`src/calib_consts.svh`:
```
// calibration master constants: channel width, test count, window sizes and bypass mask
`ifndef CALIB_CONSTS_SVH
`define CALIB_CONSTS_SVH

// channel data width, valid bit not included
// override and snoop words are CALIB_WIDTH+1 bits wide
`define CALIB_WIDTH 8

// number of real tests
// pass and good vectors carry one extra bit for the final activation phase
`define CALIB_TESTS 5

// prepare window counter width
`define CALIB_CTR_BITS 10

// log2 of the token-reset window
// counter values 16..31 send the token pattern
`define CALIB_LG_TOKEN 4

// log2 of the hold time after prepare falls
`define CALIB_LG_HOLD 5

// consecutive-match counter width, lock at saturation
`define CALIB_MATCH_BITS 6

// phases forced to pass, no real checker behind them
`define CALIB_BYPASS 5'b11010

`endif

```
`src/calib_pkg.sv`:
```
// calibration master types: phase numbers and prepare sequencer states
package calib_pkg;

   // calibration phase number driven by the channel controller
   // phase 0 resets the slave clock
   // phase 5 activates or deactivates the channel
   typedef enum logic [2:0]
   {
      PHASE_CLK_RESET = 3'd0,
      PHASE_1         = 3'd1,
      PHASE_2         = 3'd2,
      PHASE_3         = 3'd3,
      PHASE_4         = 3'd4,
      PHASE_DONE      = 3'd5,
      // no calibration activity in these two
      PHASE_INACT_6   = 3'd6,
      PHASE_INACT_7   = 3'd7
   } calib_phase_e;

   // override sequencer
   // idle: no override, pass bits follow the checker
   // prepare: slave held in reset, code and token pattern sent
   // finish: code held for a while after prepare drops
   typedef enum logic [1:0]
   {
      CTRL_IDLE    = 2'd0,
      CTRL_PREPARE = 2'd1,
      CTRL_FINISH  = 2'd2
   } calib_ctrl_state_e;

endpackage

```
`src/calib_code_gen.sv`:
```
// calibration code generator: maps phase and blessed flag to the padded override word
`timescale 1ns/1ps
`include "calib_consts.svh"

module calib_code_gen
(
   input  calib_pkg::calib_phase_e phase_i,
   input  logic                    blessed_i,
   output logic [`CALIB_WIDTH:0]   code_o
);

   import calib_pkg::*;

   // width of the five-bit code and of the pad filling the rest of the word
   localparam int code_w_lp = 5;
   localparam int pad_w_lp  = `CALIB_WIDTH + 1 - code_w_lp;

   // alternating 0101.. pad, keeps the idle pads toggling evenly
   localparam logic [pad_w_lp-1:0] pad_pattern_lp = pad_w_lp'({pad_w_lp{2'b01}});

   logic [code_w_lp-1:0] code;
   logic                 activating;

   // code table picked with stuck-at faults in mind
   always_comb
   begin
      activating = 1'b0;
      case (phase_i)
         PHASE_CLK_RESET:
            code = 5'b0_111_1;
         // noisy phases, kept far from the active pattern
         PHASE_1:
            code = 5'b0_010_0;
         PHASE_2:
            code = 5'b0_010_1;
         PHASE_3:
            code = 5'b0_001_0;
         PHASE_4:
            code = 5'b0_001_1;
         PHASE_DONE:
         begin
            // blessed channel gets the activation code
            // otherwise a pattern far away from it, so a stuck pad
            // cannot activate the channel by accident
            if (blessed_i)
               code = 5'b0_011_0;
            else
               code = 5'b0_100_1;
            activating = blessed_i;
         end
         // inactive phases
         default:
            code = 5'b0_000_1;
      endcase
   end

   // pad bits inverted only while activating
   assign code_o = {code, pad_pattern_lp ^ {pad_w_lp{activating}}};

endmodule

```
`src/calib_master_top.sv`:
```
// calibration master top: code generator, override controller and receive checker
`timescale 1ns/1ps
`include "calib_consts.svh"

module calib_master_top
(
   input  logic                      in_clk_i,
   input  logic                      rst_i,
   input  calib_pkg::calib_phase_e   phase_i,
   input  logic                      prepare_i,
   input  logic                      blessed_i,
   input  logic [`CALIB_WIDTH:0]     snoop_neg_i,
   input  logic [`CALIB_WIDTH:0]     snoop_pos_i,
   output logic                      override_en_o,
   output logic [`CALIB_WIDTH:0]     override_data_o,
   output logic [`CALIB_TESTS:0]     test_pass_o,
   output logic                      infinite_credits_o
);

   // padded code for the current phase
   logic [`CALIB_WIDTH:0] code;
   // checker verdict per phase
   logic [`CALIB_TESTS:0] phase_good;

   calib_code_gen i_code_gen
   (
      .phase_i   (phase_i),
      .blessed_i (blessed_i),
      .code_o    (code)
   );

   calib_override_ctrl i_override_ctrl
   (
      .in_clk_i        (in_clk_i),
      .rst_i           (rst_i),
      .phase_i         (phase_i),
      .prepare_i       (prepare_i),
      .code_i          (code),
      .phase_good_i    (phase_good),
      .override_en_o   (override_en_o),
      .override_data_o (override_data_o),
      .test_pass_o     (test_pass_o)
   );

   calib_phase_checker i_phase_checker
   (
      .in_clk_i           (in_clk_i),
      .rst_i              (rst_i),
      .phase_i            (phase_i),
      .prepare_i          (prepare_i),
      .snoop_neg_i        (snoop_neg_i),
      .snoop_pos_i        (snoop_pos_i),
      .phase_good_o       (phase_good),
      .infinite_credits_o (infinite_credits_o)
   );

endmodule

```
`src/calib_override_ctrl.sv`:
```
// calibration override controller: prepare/finish sequencing, token-reset insertion and pass bits
`timescale 1ns/1ps
`include "calib_consts.svh"

module calib_override_ctrl
(
   input  logic                      in_clk_i,
   input  logic                      rst_i,
   input  calib_pkg::calib_phase_e   phase_i,
   input  logic                      prepare_i,
   input  logic [`CALIB_WIDTH:0]     code_i,
   input  logic [`CALIB_TESTS:0]     phase_good_i,
   output logic                      override_en_o,
   output logic [`CALIB_WIDTH:0]     override_data_o,
   output logic [`CALIB_TESTS:0]     test_pass_o
);

   import calib_pkg::*;

   calib_ctrl_state_e           state_r;
   calib_ctrl_state_e           state_n;
   logic [`CALIB_CTR_BITS-1:0]  ctr_r;
   logic [`CALIB_CTR_BITS-1:0]  ctr_n;
   logic [`CALIB_CTR_BITS-1:0]  ctr_p1;
   logic                        prepare_r;
   logic                        prepare_edge;
   logic                        token_window;
   logic                        phase_valid;
   logic                        en_r;
   logic                        en_n;
   logic [`CALIB_WIDTH:0]       data_r;
   logic [`CALIB_WIDTH:0]       data_n;
   logic [`CALIB_WIDTH:0]       token_pattern;
   logic [`CALIB_TESTS:0]       pass_r;
   logic [`CALIB_TESTS:0]       pass_n;

   // counter restarts on both prepare edges
   assign prepare_edge = prepare_i ^ prepare_r;
   assign ctr_p1       = ctr_r + 1'b1;

   // second 2^lg_token block of the window asks the slave to send its token
   assign token_window = (ctr_r[`CALIB_CTR_BITS-1:`CALIB_LG_TOKEN] == 1);

   // 11, zeros, low two phase bits
   assign token_pattern = {2'b11, {(`CALIB_WIDTH-3){1'b0}}, phase_i[1:0]};

   // phases 6 and 7 have no pass bit
   assign phase_valid = (phase_i <= PHASE_DONE);

   always_comb
   begin
      state_n = state_r;
      ctr_n   = ctr_r;
      pass_n  = pass_r;
      en_n    = 1'b0;
      data_n  = '0;

      if (prepare_i)
      begin
         // slave in reset, drive the phase code
         state_n = CTRL_PREPARE;
         en_n    = 1'b1;
         ctr_n   = ctr_p1;
         if (phase_valid)
            pass_n[phase_i] = 1'b0;
         if (token_window)
            data_n = token_pattern;
         else
            data_n = code_i;
      end
      else if (state_r != CTRL_IDLE)
      begin
         // keep the code up a while after prepare drops
         state_n = CTRL_FINISH;
         en_n    = 1'b1;
         ctr_n   = ctr_p1;
         data_n  = code_i;
         // wait for the counter restart before trusting the hold bit
         if (ctr_r[`CALIB_LG_HOLD] && !prepare_r)
            state_n = CTRL_IDLE;
      end
      else
      begin
         // idle, pass bit follows the checker verdict
         if (phase_valid)
            pass_n[phase_i] = phase_good_i[phase_i];
      end
   end

   always_ff @(posedge in_clk_i)
   begin
      if (rst_i)
      begin
         state_r   <= CTRL_IDLE;
         ctr_r     <= '0;
         prepare_r <= 1'b0;
         pass_r    <= '0;
         en_r      <= 1'b0;
         data_r    <= '0;
      end
      else
      begin
         state_r   <= state_n;
         prepare_r <= prepare_i;
         pass_r    <= pass_n;
         en_r      <= en_n;
         data_r    <= data_n;
         if (prepare_edge)
            ctr_r <= '0;
         else
            ctr_r <= ctr_n;
      end
   end

   assign override_en_o   = en_r;
   assign override_data_o = data_r;
   assign test_pass_o     = pass_r;

endmodule

```
`src/calib_phase_checker.sv`:
```
// calibration phase checker: snoops the receive channel for a counter stream and reports per-phase good
`timescale 1ns/1ps
`include "calib_consts.svh"

module calib_phase_checker
(
   input  logic                      in_clk_i,
   input  logic                      rst_i,
   input  calib_pkg::calib_phase_e   phase_i,
   input  logic                      prepare_i,
   input  logic [`CALIB_WIDTH:0]     snoop_neg_i,
   input  logic [`CALIB_WIDTH:0]     snoop_pos_i,
   output logic [`CALIB_TESTS:0]     phase_good_o,
   output logic                      infinite_credits_o
);

   import calib_pkg::*;

   localparam int word_w_lp = `CALIB_WIDTH + 1;
   localparam int pair_w_lp = 2 * word_w_lp;

   localparam logic [`CALIB_TESTS-1:0] bypass_lp = `CALIB_BYPASS;

   logic [`CALIB_TESTS-1:0]      test_en;
   logic [word_w_lp-1:0]         last_pos_r;
   logic [word_w_lp-1:0]         last_neg_r;
   logic [word_w_lp-1:0]         last_last_pos_r;
   logic [pair_w_lp-1:0]         pos_neg_next;
   logic [pair_w_lp-1:0]         neg_pos_next;
   logic                         pos_neg_match;
   logic                         neg_pos_match;
   logic [`CALIB_MATCH_BITS-1:0] pos_neg_cnt_r;
   logic [`CALIB_MATCH_BITS-1:0] neg_pos_cnt_r;
   logic                         phase2_lock;

   // one enable per test, only outside the prepare window
   assign test_en = `CALIB_TESTS'(1 << phase_i) & {`CALIB_TESTS{~prepare_i}};

   // neg carries the low half
   // previous {pos, neg} plus one must equal the current pair
   assign pos_neg_next  = {last_pos_r, last_neg_r} + 1'b1;
   assign pos_neg_match = (pos_neg_next == {snoop_pos_i, snoop_neg_i});

   // neg carries the high half, pos lags by one edge
   // so pair neg with the pos sampled a cycle later
   assign neg_pos_next  = {last_neg_r, last_last_pos_r} + 1'b1;
   assign neg_pos_match = (neg_pos_next == {snoop_neg_i, last_pos_r});

   // snoop history, only tracked during test 2
   always_ff @(posedge in_clk_i)
   begin
      if (test_en[PHASE_2])
      begin
         last_pos_r      <= snoop_pos_i;
         last_neg_r      <= snoop_neg_i;
         last_last_pos_r <= last_pos_r;
      end
   end

   // saturating run-length counters, cleared by any miss
   always_ff @(posedge in_clk_i)
   begin
      if (rst_i)
      begin
         pos_neg_cnt_r <= '0;
         neg_pos_cnt_r <= '0;
      end
      else if (test_en[PHASE_2])
      begin
         if (pos_neg_match)
         begin
            if (!(&pos_neg_cnt_r))
               pos_neg_cnt_r <= pos_neg_cnt_r + 1'b1;
         end
         else
            pos_neg_cnt_r <= '0;

         if (neg_pos_match)
         begin
            if (!(&neg_pos_cnt_r))
               neg_pos_cnt_r <= neg_pos_cnt_r + 1'b1;
         end
         else
            neg_pos_cnt_r <= '0;
      end
   end

   // either half-ordering may lock
   assign phase2_lock = (&pos_neg_cnt_r) | (&neg_pos_cnt_r);

   // clock reset phase always passes
   assign phase_good_o[PHASE_CLK_RESET] = 1'b1;
   // phases 1, 3 and 4 report the bypass mask only
   assign phase_good_o[PHASE_1]         = bypass_lp[PHASE_1];
   assign phase_good_o[PHASE_2]         = phase2_lock | bypass_lp[PHASE_2];
   assign phase_good_o[PHASE_3]         = bypass_lp[PHASE_3];
   assign phase_good_o[PHASE_4]         = bypass_lp[PHASE_4];
   // activation phase always passes
   assign phase_good_o[PHASE_DONE]      = 1'b1;

   // loopback phases, output module ignores credits
   assign infinite_credits_o = test_en[PHASE_3] | test_en[PHASE_4];

endmodule

```
`config.mk`:
```
export PLATFORM = sky130hd
export DESIGN_NAME = calib_master_top
export DESIGN_NICKNAME = d
export VERILOG_FILES = /design/src/calib_pkg.sv /design/src/calib_code_gen.sv /design/src/calib_master_top.sv /design/src/calib_override_ctrl.sv /design/src/calib_phase_checker.sv
export VERILOG_INCLUDE_DIRS = /design/src /design/src/src
export SDC_FILE = /design/constraint.sdc
export NUM_CORES = 1
export LEC_CHECK = 0
export BUFFER_PORTS_ARGS = -buffer_cell sky130_fd_sc_hd__buf_2
export CORE_ASPECT_RATIO = 0.75
export CORE_MARGIN = 1
export CORE_UTILIZATION = 25
export DETAILED_ROUTE_END_ITERATION = 12
export PLACE_DENSITY = 0.49
export SLEW_MARGIN = 20
export SYNTH_ARGS = -nofsm -noshare
export SYNTH_HDL_FRONTEND = slang
export SYNTH_SLANG_ARGS = --single-unit
```
`constraint.sdc`:
```
create_clock -name in_clk_i -period 2.9 [get_ports in_clk_i]
set_input_delay 0.29 -clock in_clk_i [delete_from_list [all_inputs] [get_ports in_clk_i]]
set_output_delay 0.29 -clock in_clk_i [all_outputs]
set_load 0.01 [all_outputs]
```
==> results_dict.tcl <==
set metrics [dict create \
    die_h_um 106 \
    syn-num-nets 407 \
    synth.distinct_cells 53 \
    arrival_ps 3050 \
    powerDensity_nw_per_um2 515 \
    wl_um 8830 \
    grt_max_degree 25 \
    clkLatencyLatePin_ps 330 \
    cp.required_ps 3160 \
    antenna_left 0 \
    r2r_setup_slack_ps 110 \
    synthArstFlopShare 0 \
    max-cap-violations 0 \
    hold_ws_ps 158 \
    rows 37 \
    grt_pass1_vias 2820 \
    grt_use_total 0.125 \
    cp-end-kind "register" \
    relSlewSlack 0.584 \
    crit_type "reg -> reg" \
    hold_viol 0 \
    synth_cells 377 \
    numClockSinks 68 \
    drive_gt1_frac 0.216 \
    irDropWorstVdd_v 0.000244 \
    synth_edf_count 27 \
    final_cells 619 \
    ios 42 \
    syn_to_final_growth_pct 24.6 \
    core_um2 13800 \
    dr.first_iter.drc_count 223 \
    setup_viol 0 \
    r2r_start "i_phase_checker.last_neg_r[4]" \
    setup_tns_ps 0 \
    drv_slew 0 \
    port-buffer-count 41 \
    synth-seq-cells 68 \
    worstSetupStartpointType "register" \
    fin_crit_sh 0.963 \
    worst_pin_slew_ps 619 \
    path_max_fanout 7 \
    seq_area_frac_synth 0.455 \
    antenna-diode-count 0 \
    min_path_type "in -> reg" \
    routabilityCongestion 0.850 \
    crit_path_end "i_phase_checker.pos_neg_cnt_r[1]" \
    gr-total-overflow 0 \
    r2r_cells 9 \
    numCtsBuffers 9 \
    dp_cells 596 \
    synth_warnings 0 \
    fillCellCount 1394 \
    cts-root-buf "clkbuf_16" \
    drc 0 \
    clock_path_buffers 2 \
    outcome "finished clean" \
    clk_pin_slew_ps 60 \
    ys.flop_type "dfxtp_1" \
    startpoint "i_phase_checker.last_neg_r[4]" \
    start_util 0.259 \
    r2r-end "i_phase_checker.pos_neg_cnt_r[1]" \
    antenna_found_initial 0 \
    fin_crit_ps 2790 \
    cts_tree "done" \
    wl_per_cell_um 14.3 \
    nets 469 \
    die_w_um 140 \
    die_area_um2 14800 \
    fin_skew_ps 4.53 \
    fmax_mhz 358 \
    vias 3033 \
    postSynthAreaPerCell_um2 9.51 \
    dr.pass1.iters 4 \
    via_per_inst 4.90 \
    p_leak_nw 1.59 \
    cts_hold_buf 0 \
    grt_pass1_wl_um 14500 \
    dp_hpwl_um 6500 \
    htreeDepth 3 \
    synthesis.area_um2 3580 \
]
-- repair_timing --
action / in CTS / in global routing
setup endpoints to repair: 0 / 8
gates resized for setup: 0 / 6
buffers inserted: 0 / 7
endpoints found under the hold margin: 0 / 0
-- state kept, by name, indices dropped and copies added (netlist names) --
name,count
i_override_ctrl.override_en_o,1
i_phase_checker.last_last_pos_r,9
i_override_ctrl.test_pass_o,6
i_override_ctrl.override_data_o,9
i_phase_checker.last_pos_r,9
i_phase_checker.neg_pos_cnt_r,6
i_override_ctrl.state_r,2
i_phase_checker.pos_neg_cnt_r,6
i_override_ctrl.prepare_r,1
i_override_ctrl.ctr_r,10
i_phase_checker.last_neg_r,9
-- routing by layer --
layer	global-route usage	part of all wire
met1	0.188	0.55
met2	0.173	0.41
met3	0.0182	0.031
met4	0.0612	0.015
met5	0	0
-- synth_stat cells (2+ instances only) --
| library cell | count | area [um^2] |
|---|---|---|
| dfxtp_1 | 41 | 821 |
| nor2_1 | 35 | 131 |
| nand2_1 | 32 | 120 |
| edfxtp_1 | 27 | 811 |
| xor2_1 | 27 | 236 |
| a21oi_1 | 24 | 120 |
| xnor2_1 | 23 | 201 |
| nand3_1 | 18 | 90.1 |
| nor3_1 | 15 | 75.1 |
| a211oi_1 | 11 | 82.6 |
| clkbuf_1 | 10 | 37.5 |
| nand4_1 | 10 | 62.6 |
| inv_1 | 9 | 33.8 |
| nor4_1 | 8 | 50.1 |
| o211ai_1 | 7 | 52.6 |
| o21ai_0 | 7 | 35.0 |
| and3_1 | 5 | 31.3 |
| ha_1 | 5 | 62.6 |
| a31oi_1 | 4 | 25.0 |
| nor2b_1 | 4 | 25.0 |
| nor3b_1 | 4 | 30.0 |
| o21a_1 | 4 | 30.0 |
| o22ai_1 | 3 | 18.8 |
| or2_2 | 3 | 18.8 |
| or3_1 | 3 | 18.8 |
| a2111oi_0 | 2 | 17.5 |
| a21o_1 | 2 | 15.0 |
| a311oi_1 | 2 | 17.5 |
| a41oi_1 | 2 | 17.5 |
| and2_1 | 2 | 12.5 |
| and3b_1 | 2 | 17.5 |
| and4b_1 | 2 | 20.0 |
| nor4b_1 | 2 | 17.5 |
| o2111ai_1 | 2 | 17.5 |
| or4_4 | 2 | 22.5 |
-- power breakdown --
part | switching (mW) | leakage, nW | internal (mW) | total, mW
clock | 0.425 | 0.147 | 0.653 | 1.08
sequential | 0.0159 | 0.578 | 1.02 | 1.03
combinational | 0.115 | 0.868 | 0.0766 | 0.191
total | 0.556 | 1.59 | 1.75 | 2.30
-- cell families after synthesis --
| kind of cell | count (synthesis) | synth area share |
|---|---|---|
| buffers and inverters | 20 | 0.0213 |
| AOI/OAI and AO/OA | 78 | 0.150 |
| and+or+nand+nor | 156 | 0.233 |
| DFF | 68 | 0.455 |
| xor gates and xnor gates | 50 | 0.122 |
| adders and majority gates | 5 | 0.0175 |
-- stage by stage --
stage                     worst slack (ps)  instance area [um^2]   util  power [mW]
after CTS                             15.5                  4380  0.317        2.32
after floorplan                       94.2                  3590      -        1.16
after global routing               -0.0882                  4470  0.323        2.39
final                                  107                  4470  0.323        2.30
after detailed placement              24.2                  4090  0.295        1.24
after global placement                 107                  4090  0.295        1.24
-- area by class of cell --
type	count	area, um^2	area share
Multi-Input combinational cell	289	1910	0.427
Sequential cell	68	1630	0.365
Timing Repair Buffer	62	379	0.0849
Clock buffer	11	264	0.0591
Tap cell	175	219	0.0490
Inverter	9	33.8	0.00757
Clock inverter	5	32.5	0.00728
-- critical path, stage by stage, from the launching register on --
cell and delay [ps]:
edfxtp_1 450, nand3_2 140, or4_4 580, o21a_1 210
or4_4 520, a311oi_4 300, buf_6 160, buf_4 110
nand4_1 80, a31oi_1 170
-- worst min path at each step --
stage | depth (start not counted) | end | start
after floorplan | 1 | i_override_ctrl.state_r[1] | rst_i
after global placement | 2 | i_override_ctrl.ctr_r[1] | i_override_ctrl.ctr_r[1]
after detailed placement | 2 | i_override_ctrl.test_pass_o[2] | i_override_ctrl.test_pass_o[2]
after CTS | 1 | i_phase_checker.last_pos_r[1] | snoop_pos_i[1]
after global routing | 1 | i_phase_checker.last_pos_r[6] | snoop_pos_i[6]
final | 1 | i_phase_checker.last_neg_r[7] | snoop_neg_i[7]
-- cells in the final DEF, fill, tap and decap left out, types with 4 or more instances in the layout --
| cell | Yosys | layout |
|---|---|---|
| o21a_1 | 4 | 4 |
| a31oi_1 | 4 | 4 |
| buf_2 | 0 | 41 |
| xor2_1 | 27 | 27 |
| nand2_1 | 32 | 31 |
| nor4_1 | 8 | 6 |
| a211oi_1 | 11 | 10 |
| clkbuf_16 | 0 | 10 |
| a21oi_1 | 24 | 24 |
| edfxtp_1 | 27 | 27 |
| nor2b_1 | 4 | 4 |
| and3_1 | 5 | 5 |
| nor3_1 | 15 | 14 |
| inv_1 | 9 | 9 |
| buf_4 | 0 | 19 |
| nor3b_1 | 4 | 4 |
| xnor2_1 | 23 | 23 |
| nor2_1 | 35 | 35 |
| o211ai_1 | 7 | 7 |
| dfxtp_1 | 41 | 41 |
| ha_1 | 5 | 4 |
| nand4_1 | 10 | 10 |
| nand3_1 | 18 | 18 |
| o21ai_0 | 7 | 7 |
Note: power is estimated with default switching activity, not from simulation.
